$ cat src/rtl/game_pkg.sv
`default_nettype none

package game_pkg;

    typedef logic [9:0] coord_x_t;
    typedef logic [8:0] coord_y_t;

    typedef struct packed {
        logic jump;
        logic left;
        logic right;
    } key_mask_t;

    // player and block boxes
    localparam int PLAYER_W = 16;
    localparam int PLAYER_H = 16;
    localparam int BLOCK_W  = 16;
    localparam int BLOCK_H  = 16;

    // 16 floor tiles, then the wall, then the ceiling platform
    localparam int NUM_BLOCKS = 18;
    localparam coord_x_t BLOCK_X [NUM_BLOCKS] = '{
        10'd0,   10'd16,  10'd32,  10'd48,  10'd64,  10'd80,  10'd96,  10'd112,
        10'd128, 10'd144, 10'd160, 10'd176, 10'd192, 10'd208, 10'd224, 10'd240,
        10'd160, 10'd0
    };
    localparam coord_y_t BLOCK_Y [NUM_BLOCKS] = '{
        9'd200, 9'd200, 9'd200, 9'd200, 9'd200, 9'd200, 9'd200, 9'd200,
        9'd200, 9'd200, 9'd200, 9'd200, 9'd200, 9'd200, 9'd200, 9'd200,
        9'd184, 9'd136
    };

    localparam coord_x_t START_X = 10'd0;
    localparam coord_y_t START_Y = 9'd184;

    localparam int JUMP_HEIGHT = 40;

    // second flake sits out of reach
    localparam int NUM_FLAKES = 2;
    localparam coord_x_t FLAKE_X [NUM_FLAKES] = '{10'd80, 10'd300};
    localparam coord_y_t FLAKE_Y [NUM_FLAKES] = '{9'd188, 9'd100};
    localparam int FLAKE_W = 8;
    localparam int FLAKE_H = 8;

    // set 2 scan codes
    localparam logic [7:0] KEY_W      = 8'h1D;
    localparam logic [7:0] KEY_A      = 8'h1C;
    localparam logic [7:0] KEY_D      = 8'h23;
    localparam logic [7:0] KEY_R      = 8'h2D;
    localparam logic [7:0] BREAK_CODE = 8'hF0;

    localparam int SCORE_W = 4;

endpackage

`default_nettype wire
$ cat src/rtl/key_if.sv
`timescale 1ns/1ps
`default_nettype none

interface key_if;
    import game_pkg::*;

    key_mask_t keys;
    // one cycle on an R make code
    logic      restart;
    // one cycle whenever keys change or restart fires
    logic      event_valid;
    logic      any_break;

    modport decoder (output keys, output restart, output event_valid, output any_break);
    modport motion  (input keys, input restart);

endinterface

`default_nettype wire

$ cat src/rtl/platform_top.sv
`timescale 1ns/1ps
`default_nettype none

module platform_top #(
    parameter int STEP_CYCLES = 250000
) (
    input  wire logic                    clk,
    input  wire logic                    reset_i,
    input  wire logic                    ps2_clk_i,
    input  wire logic                    ps2_data_i,
    output game_pkg::coord_x_t           player_x_o,
    output game_pkg::coord_y_t           player_y_o,
    output logic                         airborne_o,
    output logic                         facing_o,
    output logic [game_pkg::SCORE_W-1:0] score_o
);

    import game_pkg::*;

    logic [7:0] rx_byte;
    logic       rx_valid;
    coord_x_t   pos_x;
    coord_y_t   pos_y;
    logic       restart;

    key_if kif ();

    ps2_rx u_rx (
        .clk       (clk),
        .reset_i   (reset_i),
        .ps2_clk_i (ps2_clk_i),
        .ps2_data_i(ps2_data_i),
        .data_o    (rx_byte),
        .valid_o   (rx_valid)
    );

    key_decoder u_dec (
        .clk    (clk),
        .reset_i(reset_i),
        .data_i (rx_byte),
        .valid_i(rx_valid),
        .kif    (kif.decoder)
    );

    player_motion #(
        .STEP_CYCLES(STEP_CYCLES)
    ) u_motion (
        .clk       (clk),
        .reset_i   (reset_i),
        .kif       (kif.motion),
        .x_o       (pos_x),
        .y_o       (pos_y),
        .airborne_o(airborne_o),
        .facing_o  (facing_o),
        .restart_o (restart)
    );

    collect_score u_score (
        .clk      (clk),
        .reset_i  (reset_i),
        .x_i      (pos_x),
        .y_i      (pos_y),
        .restart_i(restart),
        .score_o  (score_o)
    );

    assign player_x_o = pos_x;
    assign player_y_o = pos_y;

endmodule

`default_nettype wire

$ cat src/rtl/collect_score.sv
`timescale 1ns/1ps
`default_nettype none

module collect_score (
    input  wire logic                        clk,
    input  wire logic                        reset_i,
    input  wire game_pkg::coord_x_t          x_i,
    input  wire game_pkg::coord_y_t          y_i,
    input  wire logic                        restart_i,
    output logic [game_pkg::SCORE_W-1:0]     score_o
);

    import game_pkg::*;

    logic [NUM_FLAKES-1:0] present;
    logic [NUM_FLAKES-1:0] hit;
    logic [SCORE_W-1:0]    score_q;
    logic [SCORE_W-1:0]    score_next;

    for (genvar i = 0; i < NUM_FLAKES; i++) begin : g_flake
        logic ov_x, ov_y;

        assign ov_x = ({1'b0, x_i} < {1'b0, FLAKE_X[i]} + 11'(FLAKE_W))
                   && ({1'b0, FLAKE_X[i]} < {1'b0, x_i} + 11'(PLAYER_W));
        assign ov_y = ({1'b0, y_i} < {1'b0, FLAKE_Y[i]} + 10'(FLAKE_H))
                   && ({1'b0, FLAKE_Y[i]} < {1'b0, y_i} + 10'(PLAYER_H));
        // no pickup on the teleport cycle
        assign hit[i] = present[i] & ov_x & ov_y & ~restart_i;
    end

    // saturating add, one per flake hit
    always_comb begin
        score_next = score_q;
        for (int i = 0; i < NUM_FLAKES; i++) begin
            if (hit[i] && score_next != '1) begin
                score_next = score_next + SCORE_W'(1);
            end
        end
    end

    always_ff @(posedge clk) begin
        if (reset_i) begin
            present <= '1;
            score_q <= '0;
        end else begin
            present <= present & ~hit;
            score_q <= score_next;
        end
    end

    assign score_o = score_q;

endmodule

`default_nettype wire

$ cat src/rtl/player_motion.sv
`timescale 1ns/1ps
`default_nettype none

module player_motion #(
    parameter int STEP_CYCLES = 250000
) (
    input  wire logic               clk,
    input  wire logic               reset_i,
    key_if.motion                   kif,
    output game_pkg::coord_x_t      x_o,
    output game_pkg::coord_y_t      y_o,
    output logic                    airborne_o,
    output logic                    facing_o,
    output logic                    restart_o
);

    import game_pkg::*;

    localparam int CNT_W  = (STEP_CYCLES > 1) ? $clog2(STEP_CYCLES) : 1;
    localparam int RISE_W = $clog2(JUMP_HEIGHT + 1);

    logic [CNT_W-1:0]  tick_cnt;
    logic              tick;
    coord_x_t          x_q;
    coord_y_t          y_q;
    logic              facing_q;
    logic              rising;
    logic [RISE_W-1:0] risen;
    logic              restart_q;
    logic              touch_down, touch_up, touch_right, touch_left;

    block_contact u_contact (
        .x_i          (x_q),
        .y_i          (y_q),
        .touch_down_o (touch_down),
        .touch_up_o   (touch_up),
        .touch_right_o(touch_right),
        .touch_left_o (touch_left)
    );

    // free-running motion tick
    assign tick = (tick_cnt == CNT_W'(STEP_CYCLES - 1));

    always_ff @(posedge clk) begin
        if (reset_i || tick) begin
            tick_cnt <= '0;
        end else begin
            tick_cnt <= tick_cnt + 1'b1;
        end
    end

    always_ff @(posedge clk) begin
        if (reset_i) begin
            x_q       <= START_X;
            y_q       <= START_Y;
            facing_q  <= 1'b1;
            rising    <= 1'b0;
            risen     <= '0;
            restart_q <= 1'b0;
        end else begin
            restart_q <= kif.restart;
            if (kif.restart) begin
                x_q      <= START_X;
                y_q      <= START_Y;
                facing_q <= 1'b1;
                rising   <= 1'b0;
                risen    <= '0;
            end else if (tick) begin
                // left wins when both keys are held
                if (kif.keys.left) begin
                    facing_q <= 1'b0;
                    if (!touch_left && x_q != '0) begin
                        x_q <= x_q - 10'd1;
                    end
                end else if (kif.keys.right) begin
                    facing_q <= 1'b1;
                    if (!touch_right) begin
                        x_q <= x_q + 10'd1;
                    end
                end

                if (rising) begin
                    if (risen < RISE_W'(JUMP_HEIGHT) && !touch_up) begin
                        y_q   <= y_q - 9'd1;
                        risen <= risen + 1'b1;
                    end else begin
                        rising <= 1'b0;
                        risen  <= '0;
                    end
                end else if (kif.keys.jump && touch_down) begin
                    rising <= 1'b1;
                end else if (!touch_down) begin
                    y_q <= y_q + 9'd1;
                end
            end
        end
    end

    assign x_o        = x_q;
    assign y_o        = y_q;
    // 1 means facing right
    assign facing_o   = facing_q;
    assign airborne_o = ~touch_down;
    // marks the cycle the start position appears
    assign restart_o  = restart_q;

endmodule

`default_nettype wire

$ cat src/rtl/block_contact.sv
`timescale 1ns/1ps
`default_nettype none

module block_contact (
    input  wire game_pkg::coord_x_t x_i,
    input  wire game_pkg::coord_y_t y_i,
    output logic                    touch_down_o,
    output logic                    touch_up_o,
    output logic                    touch_right_o,
    output logic                    touch_left_o
);

    import game_pkg::*;

    // one extra bit so box edges near the screen limit do not wrap
    logic [10:0] px0, px1;
    logic [9:0]  py0, py1;
    logic [NUM_BLOCKS-1:0] down, up, right, left;

    assign px0 = {1'b0, x_i};
    assign px1 = px0 + 11'(PLAYER_W);
    assign py0 = {1'b0, y_i};
    assign py1 = py0 + 10'(PLAYER_H);

    for (genvar i = 0; i < NUM_BLOCKS; i++) begin : g_block
        logic [10:0] bx0, bx1;
        logic [9:0]  by0, by1;
        logic        ov_x, ov_y;

        assign bx0 = {1'b0, BLOCK_X[i]};
        assign bx1 = bx0 + 11'(BLOCK_W);
        assign by0 = {1'b0, BLOCK_Y[i]};
        assign by1 = by0 + 10'(BLOCK_H);

        // strict overlap, so a shared corner is not contact
        assign ov_x = (px0 < bx1) && (bx0 < px1);
        assign ov_y = (py0 < by1) && (by0 < py1);

        assign down[i]  = ov_x && (by0 == py1);
        assign up[i]    = ov_x && (by1 == py0);
        assign right[i] = ov_y && (bx0 == px1);
        assign left[i]  = ov_y && (bx1 == px0);
    end

    assign touch_down_o  = |down;
    assign touch_up_o    = |up;
    assign touch_right_o = |right;
    assign touch_left_o  = |left;

endmodule

`default_nettype wire

$ cat src/rtl/key_decoder.sv
`timescale 1ns/1ps
`default_nettype none

module key_decoder (
    input  wire logic       clk,
    input  wire logic       reset_i,
    input  wire logic [7:0] data_i,
    input  wire logic       valid_i,
    key_if.decoder          kif
);

    import game_pkg::*;

    key_mask_t keys_q;
    key_mask_t keys_next;
    logic      restart_q;
    logic      restart_next;
    logic      event_q;
    logic      break_q;

    always_comb begin
        keys_next    = keys_q;
        restart_next = 1'b0;
        if (valid_i && data_i != BREAK_CODE) begin
            case (data_i)
                KEY_W:   keys_next.jump  = ~break_q;
                KEY_A:   keys_next.left  = ~break_q;
                KEY_D:   keys_next.right = ~break_q;
                KEY_R:   restart_next    = ~break_q;
                default: ;
            endcase
        end
    end

    always_ff @(posedge clk) begin
        if (reset_i) begin
            keys_q    <= '0;
            restart_q <= 1'b0;
            event_q   <= 1'b0;
            break_q   <= 1'b0;
        end else begin
            keys_q    <= keys_next;
            restart_q <= restart_next;
            event_q   <= (keys_next != keys_q) | restart_next;
            if (valid_i) begin
                // prefix applies to the next code only
                break_q <= (data_i == BREAK_CODE);
            end
        end
    end

    assign kif.keys        = keys_q;
    assign kif.restart     = restart_q;
    assign kif.event_valid = event_q;
    assign kif.any_break   = break_q;

endmodule

`default_nettype wire

$ cat src/rtl/ps2_rx.sv
`timescale 1ns/1ps
`default_nettype none

module ps2_rx (
    input  wire logic       clk,
    input  wire logic       reset_i,
    input  wire logic       ps2_clk_i,
    input  wire logic       ps2_data_i,
    output logic      [7:0] data_o,
    output logic            valid_o
);

    logic [1:0]  clk_sync;
    logic [1:0]  data_sync;
    logic        clk_prev;
    logic        fall;
    logic [3:0]  bit_cnt;
    logic [9:0]  shift_q;
    logic [10:0] frame;
    logic        frame_ok;

    // two-stage synchronizers on both lines
    always_ff @(posedge clk) begin
        if (reset_i) begin
            clk_sync  <= 2'b11;
            data_sync <= 2'b11;
            clk_prev  <= 1'b1;
        end else begin
            clk_sync  <= {clk_sync[0], ps2_clk_i};
            data_sync <= {data_sync[0], ps2_data_i};
            clk_prev  <= clk_sync[1];
        end
    end

    assign fall = clk_prev & ~clk_sync[1];

    // stop bit arrives last, lands in the top position
    assign frame    = {data_sync[1], shift_q};
    assign frame_ok = ~frame[0] & frame[10] & (^frame[9:1]);

    always_ff @(posedge clk) begin
        if (reset_i) begin
            bit_cnt <= 4'd0;
            valid_o <= 1'b0;
        end else begin
            valid_o <= 1'b0;
            if (fall) begin
                if (bit_cnt == 4'd10) begin
                    bit_cnt <= 4'd0;
                    valid_o <= frame_ok;
                end else if (bit_cnt != 4'd0 || !data_sync[1]) begin
                    // wait for a low start bit before counting
                    bit_cnt <= bit_cnt + 4'd1;
                end
            end
        end
    end

    always_ff @(posedge clk) begin
        if (fall) begin
            shift_q <= {data_sync[1], shift_q[9:1]};
            if (bit_cnt == 4'd10) begin
                data_o <= frame[8:1];
            end
        end
    end

endmodule

`default_nettype wire

$ cat config.mk
export PLATFORM = sky130hd
export DESIGN_NAME = platform_top
export DESIGN_NICKNAME = d
export VERILOG_FILES = /design/src/rtl/game_pkg.sv /design/src/rtl/key_if.sv /design/src/rtl/platform_top.sv /design/src/rtl/collect_score.sv /design/src/rtl/player_motion.sv /design/src/rtl/block_contact.sv /design/src/rtl/key_decoder.sv /design/src/rtl/ps2_rx.sv
export SDC_FILE = /design/constraint.sdc
export NUM_CORES = 1
export LEC_CHECK = 0
export ABC_AREA = 1
export BUFFER_PORTS_ARGS = -buffer_cell sky130_fd_sc_hd__buf_2
export CAP_MARGIN = 20
export CORE_MARGIN = 2
export CORE_UTILIZATION = 45
export CTS_CLUSTER_DIAMETER = 30
export DETAILED_ROUTE_END_ITERATION = 10
export PLACE_DENSITY = 0.72
export SLEW_MARGIN = 20
export SYNTH_ARGS = -nofsm -noshare
export SYNTH_HDL_FRONTEND = slang
export SYNTH_SLANG_ARGS = --single-unit
$ cat constraint.sdc
create_clock -name clk -period 3 [get_ports clk]
set_clock_uncertainty 0.15 [all_clocks]
set_input_delay 0.15 -clock clk [delete_from_list [all_inputs] [get_ports clk]]
set_output_delay 0.15 -clock clk [all_outputs]
set_load 0.02 [all_outputs]
==> metrics.md, run 1 <==
| Metric | Value |
|---|---|
| H-Tree Depth | 3 |
| Largest net degree at the start of global routing | 18 |
| Synth unique cells | 49 |
| Syn avg cell area | 7.03 um2 |
| Min-delay src | reset_i |
| Most common cell in the netlist | nand2_1 |
| Initial detailed-routing violation count | 318 |
| Register area share after synthesis | 34.2% |
| Total I/O pin count | 29 |
| Vias in the first global route | around 4,700 |
| Grt ovf | 0 |
| Vias post-DR | 5,061 |
| Hold Slack | around 0.0058 ns |
| Top cell type's share of synthesized area | 24.4% |
| Top cells by area, synth | dfxtp_1 24%, nand2_1 11%, edfxtp_1 9.8%, inv_1 7.4%, nor2_1 6.8% |
| Final ANT Viol Nets | 0 |
| Gate Count Post-Synth | slightly below 800 |
| Root buf cell | clkbuf_16 |
| Crit path time final | 2.76 ns |
| HPWL after detailed placement | 9570 um |
| Crit start category | flip-flop |
| CTS buffer count | 9 |
| Initial Util | 46.0% |
| Share of post-route cells with drive strength above 1 | 11.8% |
| R2R Setup Slk | 0.30 ns |
| First-pass GRT wire length | between 20,000 and 25,000 um |
| Max-cap violations | 0 |
| Fillers | roughly 1,200 |
| Core ar. | 12,000 um2 |
| Fin util | 51.5% |
| Largest area contributor in the netlist | dfxtp_1 |
| Syn Std Cell Area | 5500 um2 |
| Clock latency on the worst-skew pair | 0.34 ns |
| DIE WIDTH | between 100 and 150 um |
| Hold EP | u_motion.restart_o |
| CP arrival | 2.46 ns |
| HP Class | input pin to flip-flop |
| R2R cell count | 14 |
| R2R Path End | u_motion.x_o[7] |
| Fin cells | approximately 980 |
| DRT Pass-1 Iters | 8 |
| Final setup margin | 0.238 ns |
| Worst Path Required | 2.70 ns |
| RSZ-0062 raised after global routing | false |
| Final Routed Wirelength | 12,400 um |
| Max Fclk | 362 MHz |
| Nets@finish | 860 |
| Vias per inst | 5.18 |
| Antenna Cells | 0 |
| Number of synthesized flops with an enable pin | 18 |
| CTS clk-pin slew, worst paths | 0.07 ns |
| Residual DRC | 0 |
| Row count | 40 |
| # placed instances | 958 |
| Crit. End Element | output pin |
| Ys async rst share | 0% |
| Die extent in y | 115 um |
| Slew HR | roughly 53% |
| VDD IR max | 0.245 mV |
| Clk buf depth | 2 |
| Worst Max-Slew Pin Slew | 0.710 ns |
| Critical R2R Launch | u_motion.y_o[4] |
| GRT Util Overall | 19.6% |
| Syn_nets | 818 |
| I/O Buffers | 28 |
| Gpl congestion | ~0.95 |
| Setup CP Type | flip-flop to output pin |
| Main flop type after synthesis | dfxtp_1 |
| Leakage Power | ~2.8 nW |
| Final instance area | around 6200 um2 |
| Pwr Total | 2.31 mW |
| DP Area | 5820 um2 |
| CTS tree | built |
| Hold Crit Depth | 2 |
| Initial antenna violation count | 0 |
| Setup_tns | 0 ns |
| Final Hold Viols | 0 |
| Synthesized flop and latch total | 85 |
| Pwr/cell area | 376 nW/um2 |
| Critical-path maximum fanout | 8 |
| Syn. warnings | 0 |
| CTS sink count | 85 |
| Synth top cells by count | 164 x nand2_1, 108 x inv_1, 99 x nor2_1 |
| Status | finished clean |
| Setup Slack @ Placement | 0.162 ns |
| Final Max Slew Viols | 0 |
| Final setup fails | 0 |
| Die area | 13,100 um2 |
| Final period util | 92.1% |
| Avg WL per Cell | about 13 um |
| Area growth from synthesis to layout | 12.0% |
## where the power goes
| group | switching [mW] | total [mW] | internal [mW] |
|---|---|---|---|
| Sequential | 0.00640 | 1.18 | 1.17 |
| Clock | 0.507 | 1.09 | 0.583 |
| Combinational | 0.0294 | 0.0469 | 0.0175 |
| Total | 0.543 | 2.31 | 1.77 |
## cell type report
cell class | count | area (um2) | area share (%)
Multi-Input combinational cell | 575 | 3130 | 50.7
Sequential cell | 85 | 1890 | 30.7
Inverter | 112 | 427 | 6.92
Timing Repair Buffer | 42 | 250 | 4.06
Clock buffer | 9 | 225 | 3.65
Tap cell | 147 | 184 | 2.98
Clock inverter | 7 | 62.6 | 1.02
## registers in the layout, indices dropped and copies added, names as in the netlist, 2 cells and up
register and flops:
u_motion.risen 6, u_dec.kif.keys 3, u_rx.clk_sync 2, u_score.score_o 4
u_motion.y_o 9, u_rx.data_sync 2, u_rx.data_o 8, u_motion.tick_cnt 18
u_rx.shift_q 10, u_score.present 2, u_rx.bit_cnt 4, u_motion.x_o 10
## worst max-delay path, stage by stage (launching register included)
cell        delay (ns)
dfxtp_4           0.41
clkinvlp_4        0.15
ha_1              0.36
nor2_2            0.14
nand2_1           0.10
nand2_1           0.07
nand2_1           0.06
nor2_2            0.10
nand3_1           0.07
nand2_1           0.08
nand3_2           0.08
o21bai_2          0.16
nand2_1           0.12
inv_1             0.06
buf_2             0.15
## metal layers
layer / up-vias / track usage [%] / share of wire (%)
met2: 119 / 32.3 / 47
met3: 22 / 2.38 / 3.8
met1: 2271 / 26.5 / 48
li1: 2649 / - / -
met4: 0 / 7.15 / 1.9
met5: - / 0 / 0
## cells by family after synthesis
logic type | synth area share (%)
and+or+nand+nor | 31.7
AOI/OAI and AO/OA | 13.1
buffers and inverters | 9.23
DFF | 34.2
adders and majority gates | 7.32
xor gates and xnor gates | 4.41
## placed cells by master (no fill, tap or decap), drive strengths merged, types with 3 or more instances in the layout
cell type and count:
nand3 53, ha 29, inv 117, o21bai 4
dfxtp 67, buf 40, a21oi 54, nor3 22
xor2 16, or2 7, nor2 104, nand4 15
nor4 5, clkbuf 9, xnor2 10, nand2 175
a31oi 3, o21ai 50, nor3b 4, o211ai 5
edfxtp 18
## worst max-delay path by stage
stage | to | slack (ns) | cells past startpoint | from
after detailed placement | u_motion.y_o[3] | 0.16 | 18 | u_motion.x_o[4]
final | airborne_o | 0.24 | 14 | u_motion.x_o[5]
after CTS | airborne_o | 0.08 | 16 | u_motion.x_o[4]
after global placement | u_motion.y_o[3] | 0.25 | 14 | u_motion.x_o[4]
after floorplan | u_motion.y_o[6] | 0.38 | 17 | u_motion.x_o[5]
after global routing | airborne_o | 0.02 | 16 | u_motion.x_o[6]
## what timing repair did
item,CTS,global route
setup buffers,0,1
resized for setup,0,7
setup endpoints to repair,0,13
hold endpoints to repair,2,0
hold buffers,2,0
Note: power is estimated with default switching activity, not from simulation.
==> inputs of run 2 (changes only) <==
--- a/config.mk
+++ b/config.mk
@@ -12,8 +12,10 @@
 export CORE_UTILIZATION = 45
 export CTS_CLUSTER_DIAMETER = 30
 export DETAILED_ROUTE_END_ITERATION = 10
-export PLACE_DENSITY = 0.72
+export HOLD_SLACK_MARGIN = 0.05
+export PLACE_DENSITY = 0.71
 export SLEW_MARGIN = 20
 export SYNTH_ARGS = -nofsm -noshare
 export SYNTH_HDL_FRONTEND = slang
+export SYNTH_HIERARCHICAL = 1
 export SYNTH_SLANG_ARGS = --single-unit
==> run 2 against run 1 <==
Net effect: global-route usage up 1.0 points; worst hold slack gained 0.26 ns; clock power increased by 8%; via count rose by 21%; sequential power about the same; setup slack improved by 0.076 ns; register-to-register slack hardly changed.
==> metrics.md, run 2 <==
| Metric | Value |
|---|---|
| Leakage Power | 3.48 nW (+24%) |
| Die area | 15,000 um2 (+14%) |
| Total I/O pin count | 29 (unchanged) |
| Final period util | 89.5% (-2.5 points) |
| VDD IR max | 0.397 mV (+62%) |
| Critical-path maximum fanout | 6 (-2) |
| CTS clk-pin slew, worst paths | 0.07 ns (about the same) |
| Crit. End Element | flip-flop |
| Final Hold Viols | 0 (unchanged) |
| WP depth | 22 (+8) |
| Setup CP Type | flip-flop to flip-flop |
| Setup_tns | 0 ns (unchanged) |
| First-pass GRT wire length | 24,900 um (+17%) |
| Fillers | 1,356 (+17%) |
| Largest register FFs | 18 (unchanged) |
| # placed instances | 1,195 (+25%) |
| Pwr/cell area | 335 nW/um2 (-11%) |
| Vias post-DR | 6,129 (+21%) |
| Top delay family on crit path | simple AND/OR/NAND/NOR gates |
| CTS tree | built |
| GRT Util Overall | 20.6% (+1.0 points) |
| Max Fclk | 372 MHz (+2.8%) |
| Number of setup buffers added after CTS | 0 (unchanged) |
| Gpl congestion | 0.924 (-3.2%) |
| Hold Slack | 0.265 ns (+0.259 ns) |
| DP Area | 6800 um2 (+17%) |
| Final instance area | 7190 um2 (+17%) |
| Leading cell type in the layout, fill and taps excluded | nand2_1 |
| Clk buf depth | 2 (unchanged) |
| CTS sink count | 85 (unchanged) |
| Fin cells | 1,214 (+24%) |
| I/O Buffers | 28 (unchanged) |
| Residual DRC | 0 (unchanged) |
| Syn. warnings | 6 (+6) |
| HPWL after detailed placement | 11,100 um (+16%) |
| Avg WL per Cell | 12.1 um (-4.9%) |
| H-Tree Depth | 3 (unchanged) |
| Syn avg cell area | 6.52 um2 (-7.2%) |
| CP arrival | 2.81 ns (+0.35 ns) |
| Slew HR | 62.9% (+10 points) |
| Initial detailed-routing violation count | 353 (+11%) |
| Worst Path Required | 3.13 ns (+0.43 ns) |
| Gate Count Post-Synth | 969 (+24%) |
| Die extent in y | 123 um (+6.9%) |
| Share of post-route cells with drive strength above 1 | 15.2% (+3.4 points) |
| Final Max Slew Viols | 0 (unchanged) |
| Final Routed Wirelength | 14,700 um (+18%) |
| Max-cap violations | 0 (unchanged) |
| CP Cell Sequence | inv_1, buf_4, ha_1, inv_1, nand3_1, nand2_1, inv_1, nand2_1, nand2_1, nor2_1, a21oi_1, nor2_1, nand2_1, nand2_1, nand2_1, inv_1, nand3_1, o21ai_2, inv_1, nor2_4, o21ai_0, nor2_1 |
| Row count | 43 (+7.5%) |
| Register area | 1890 um2 (about the same) |
| Initial Util | 45.7% (-0.29 points) |
| R2R Path End | u_motion/y_o[2] |
| Largest stage delay, worst path | 0.39 ns (-0.02 ns) |
| R2R Setup Slk | 0.31 ns (about the same) |
| HP Class | flip-flop to flip-flop |
| DIE WIDTH | 123 um (+6.9%) |
| Area growth from synthesis to layout | 13.8% |
| Largest register by flop count | u_motion/tick_cnt |
| RSZ-0062 raised after global routing | false |
| R2R cell count | 22 (+8) |
| Critical R2R Launch | u_motion/x_o[4] |
| Syn_nets | 1,004 (+23%) |
| CTS buffer count | 9 (unchanged) |
| Area of the multi-input gates | 3820 um2 (+22%) |
| Crit path to | u_motion/y_o[2] |
| Min-delay src | u_rx/data_sync[0] |
| Grt ovf | 0 (unchanged) |
| Initial antenna violation count | 0 (unchanged) |
| Crit start category | flip-flop |
| Root buf cell | clkbuf_16 |
| Final ANT Viol Nets | 0 (unchanged) |
| DRT Pass-1 Iters | 5 (-3) |
| Largest net degree at the start of global routing | 19 (+1) |
| Final setup fails | 0 (unchanged) |
| Vias in the first global route | 5,511 (+16%) |
| Antenna Cells | 0 (unchanged) |
| Commonest non-fill, non-tap cells in the layout | 259 x nand2_1, 142 x nor2_1, 133 x inv_1, 67 x nand3_1, 64 x dfxtp_1 |
| Max stage delay cell, worst path | dfxtp_4 |
| Nets@finish | 1,064 (+24%) |
| Vias per inst | 5.05 (-2.5%) |
| Clock latency on the worst-skew pair | 0.35 ns (about the same) |
| Worst Max-Slew Pin Slew | 0.555 ns (-0.154 ns) |
| Crit path launch | u_motion/x_o[4] |
| Crit path time final | 2.69 ns (-0.0761 ns) |
| Core ar. | 13,800 um2 (+16%) |
| Syn Std Cell Area | 6320 um2 (+15%) |
| Status | finished clean |
| Most frequent cell on the critical path | nand2_1 |
| CP bufs+invs | 6 (+3) |
-- run 2: changes by cell type in the layout (fill, tap and decap cells not counted), moves of 12 or more --
cell,before,now
a21oi_1,53,38
buf_4,12,28
inv_1,107,133
nand2_1,164,259
nand2_2,10,23
nand3_1,50,67
nand4_1,15,29
nor2_1,99,142
nor2_2,3,15
o21ai_0,47,19
-- run 2: power breakdown --
| part | internal (mW) | switching, mW |
|---|---|---|
| combinational | 0.0181 | 0.0316 |
| sequential | 1.17 | 0.00754 |
| clock | 0.670 | 0.509 |
| total | 1.86 | 0.548 |
-- run 2: what timing repair did --
| action | in CTS | in global routing |
|---|---|---|
| endpoints found under the setup margin | 0 | 10 |
| hold buffers | 3 | 0 |
| endpoints found under the hold margin | 4 | 0 |
| resized for setup | 0 | 12 |
-- run 2: final cells by class --
type,instances,share of cell area [%]
multi-input combinational,729,53.1
clock inverter,7,1.23
timing repair buffer,59,5.29
tap,180,3.13
inverter,145,7.79
sequential,85,26.3
clock buffer,9,3.13
-- run 2: routing by layer --
| metal | up-vias | routed length (um) | track usage [%] |
|---|---|---|---|
| met2 | 127 | 7100 | 35.6 |
| met3 | 20 | 599 | 3.81 |
| li1 | 3216 | - | - |
| met1 | 2766 | 6810 | 26.0 |
| met5 | - | 0 | 0 |
| met4 | 0 | 198 | 6.75 |
-- run 2: worst register-to-register path: cells and delay by family, from the launching register on --
kind            cells  cell delay [ns]
simple gates       12             1.03
fa+ha+maj           1             0.20
buf+inv             6             0.52
compound gates      3             0.33
flops               1             0.39
-- run 2: how the worst min path moves through the flow --
stage	cells past startpoint	to	slack, ns
2_1_floorplan	1	u_rx/bit_cnt[0]	0.07
3_3_place_gp	2	u_rx/clk_sync[0]	0.19
3_5_place_dp	2	u_rx/clk_sync[0]	0.19
4_1_cts	1	u_rx/data_sync[1]	0.27
5_1_grt	1	u_rx/data_sync[1]	0.29
6_report	1	u_rx/data_sync[1]	0.27
-- run 2: stage by stage --
step | power (mW) | utilization [%] | setup slack (ns)
floorplan | 1.24 | - | 0.117
global placement | 1.25 | 49.2 | 0.181
detailed placement | 1.25 | 49.2 | 0.120
CTS | 2.44 | 51.7 | 0.0734
global route | 2.50 | 52.0 | 0.00857
finish | 2.41 | 52.0 | 0.314
==> inputs of run 3 (changes only) <==
--- a/config.mk
+++ b/config.mk
@@ -8,12 +8,11 @@
 export ABC_AREA = 1
 export BUFFER_PORTS_ARGS = -buffer_cell sky130_fd_sc_hd__buf_2
 export CAP_MARGIN = 20
-export CORE_MARGIN = 2
-export CORE_UTILIZATION = 45
+export CORE_UTILIZATION = 35
 export CTS_CLUSTER_DIAMETER = 30
 export DETAILED_ROUTE_END_ITERATION = 10
 export HOLD_SLACK_MARGIN = 0.05
-export PLACE_DENSITY = 0.71
+export PLACE_DENSITY = 0.6
 export SLEW_MARGIN = 20
 export SYNTH_ARGS = -nofsm -noshare
 export SYNTH_HDL_FRONTEND = slang
==> run 3 against run 2 <==
Net effect: clock-buffer cell count stayed put; fmax is 2.2% lower; register-to-register slack hardly changed; global-route usage is 4.0 points lower; critical path depth is 6 lower; power is 4.0% lower; critical path type is now flip-flop to output pin.
==> metrics.md, run 3 (synthesis results as in run 2) <==
| Metric | Value |
|---|---|
| Final setup margin | 0.255 ns (-0.0591 ns) |
| Antenna Cells | 0 (unchanged) |
| Residual DRC | 0 (unchanged) |
| Final period util | 91.5% (+2.0 points) |
| Crit path time final | 2.75 ns (+0.0591 ns) |
| Setup Slack @ Placement | 0.102 ns (-0.0184 ns) |
| Fillers | 1,829 (+35%) |
| Final Max Slew Viols | 0 (unchanged) |
| Final ANT Viol Nets | 0 (unchanged) |
| Largest register FFs | 18 (unchanged) |
| Clock latency on the worst-skew pair | 0.35 ns (about the same) |
| GRT Util Overall | 16.6% (-4.0 points) |
| CP arrival | 2.45 ns (-0.36 ns) |
| CTS tree | built |
| Crit start category | flip-flop |
| Setup_tns | 0 ns (unchanged) |
| CTS clk-pin slew, worst paths | 0.07 ns (about the same) |
| Total I/O pin count | 29 (unchanged) |
| Final Hold Viols | 0 (unchanged) |
| Leading cell type in the layout, fill and taps excluded | nand2_1 |
| Vias in the first global route | 5,482 (-0.53%) |
| Largest register by flop count | u_motion/tick_cnt |
| Largest net degree at the start of global routing | 21 (+2) |
| Pwr/cell area | 322 nW/um2 (-4.0%) |
| First-pass GRT wire length | 24,800 um (-0.33%) |
| Avg WL per Cell | 11.6 um (-4.6%) |
| VDD IR max | 0.311 mV (-22%) |
| Die area | 18,600 um2 (+24%) |
| H-Tree Depth | 3 (unchanged) |
| Final Routed Wirelength | 14,500 um (-1.2%) |
| Fin cells | 1,257 (+3.5%) |
| Share of post-route cells with drive strength above 1 | 14.9% (-0.26 points) |
| Grt ovf | 0 (unchanged) |
| Critical-path maximum fanout | 8 (+2) |
| I/O Buffers | 28 (unchanged) |
| Row count | 48 (+12%) |
| Worst Path Required | 2.70 ns (-0.43 ns) |
| Root buf cell | clkbuf_16 |
| CTS sink count | 85 (unchanged) |
| DRT Pass-1 Iters | 5 (unchanged) |
| CTS buffer count | 9 (unchanged) |
| HPWL after detailed placement | 11,300 um (+1.6%) |
| Final setup fails | 0 (unchanged) |
| Register area | 1880 um2 (-0.33%) |
| RSZ-0062 raised after global routing | false |
| Max Fclk | 364 MHz (-2.2%) |
| Pwr Total | 2.31 mW (-4.0%) |
| Initial antenna violation count | 0 (unchanged) |
| Initial Util | 36.2% (-9.5 points) |
| Max-cap violations | 0 (unchanged) |
| Number of setup buffers added after CTS | 0 (unchanged) |
| Gpl congestion | 0.924 (unchanged) |
| # placed instances | 1,238 (+3.6%) |
| Commonest non-fill, non-tap cells in the layout | 259 x nand2_1, 142 x nor2_1, 133 x inv_1, 67 x nand3_1, 65 x dfxtp_1 |
| Setup CP Type | flip-flop to output pin |
| Nets@finish | 1,062 (-0.19%) |
| Area of the multi-input gates | 3810 um2 (-0.26%) |
| Die extent in y | 136 um (+11%) |
| Vias per inst | 4.78 (-5.3%) |
| Clk buf depth | 2 (unchanged) |
| Vias post-DR | 6,010 (-1.9%) |
| Slew HR | 63.2% (+0.32 points) |
| Leakage Power | 3.44 nW (-1.3%) |
| Status | finished clean |
| HP Class | flip-flop to flip-flop |
| DP Area | 6850 um2 (+0.61%) |
| Crit. End Element | output pin |
| Initial detailed-routing violation count | 354 (+0.28%) |
| Worst Max-Slew Pin Slew | 0.551 ns (-0.00479 ns) |
| Area growth from synthesis to layout | 13.8% (about the same) |
| Fin util | 41.2% (-11 points) |
| Final instance area | 7190 um2 (about the same) |
| Core ar. | 17,500 um2 (+26%) |
| Hold Slack | 0.260 ns (-0.00559 ns) |
| DIE WIDTH | 136 um (+11%) |
==> run 3: changes by cell type in the layout (fill, tap and decap cells not counted), sizes merged <==
cell / previous run / this run
buf: 56 / 54
clkinv: 4 / 5
bufinv: 2 / 1
==> run 3: worst max-delay path: stages (launching register included) <==
cell     delay, ns
dfxtp_1       0.41
nor2_2        0.34
inv_2         0.10
nor2_2        0.17
nand2_1       0.12
nand2_1       0.08
nand2_1       0.04
inv_1         0.04
nand2_1       0.04
nand2_1       0.05
nand2_1       0.05
nand2_1       0.06
nand2_1       0.07
nand2_1       0.06
nand2_1       0.11
inv_1         0.16
buf_2         0.19
==> run 3: path summary, 6_finish.rpt <==
kind / from / endpoint / slack [ns] / depth (start not counted)
worst max-delay path: u_motion/x_o[8] / airborne_o / 0.25 / 16
worst min-delay path: u_rx/clk_sync[0] / u_rx/clk_sync[1] / 0.26 / 1
worst max register to register: u_motion/x_o[8] / u_motion/y_o[0] / 0.32 / 22
worst min register to register: u_rx/clk_sync[0] / u_rx/clk_sync[1] / 0.26 / 1
==> run 3: routing by layer <==
metal,share of wire [%],GRT usage (%)
met2,46,28.2
met1,49,20.7
met3,3.4,2.83
met4,2.1,6.85
met5,0,0
==> run 3: area by class of cell <==
type / count / area share, %
Multi-Input combinational cell: 729 / 53.0
Sequential cell: 85 / 26.2
Inverter: 145 / 7.79
Timing Repair Buffer: 57 / 5.08
Tap cell: 225 / 3.91
Clock buffer: 9 / 3.13
Clock inverter: 7 / 0.870
==> run 3: power by group <==
group          switching, mW  internal (mW)
clock                  0.501          0.581
combinational         0.0306         0.0181
sequential           0.00735           1.17
total                  0.539           1.77
==> run 3: repair_timing <==
| item | CTS | global route |
|---|---|---|
| resized for setup | 0 | 8 |
| hold buffers | 3 | 0 |
| endpoints found under the hold margin | 3 | 0 |
| setup endpoints to repair | 0 | 9 |
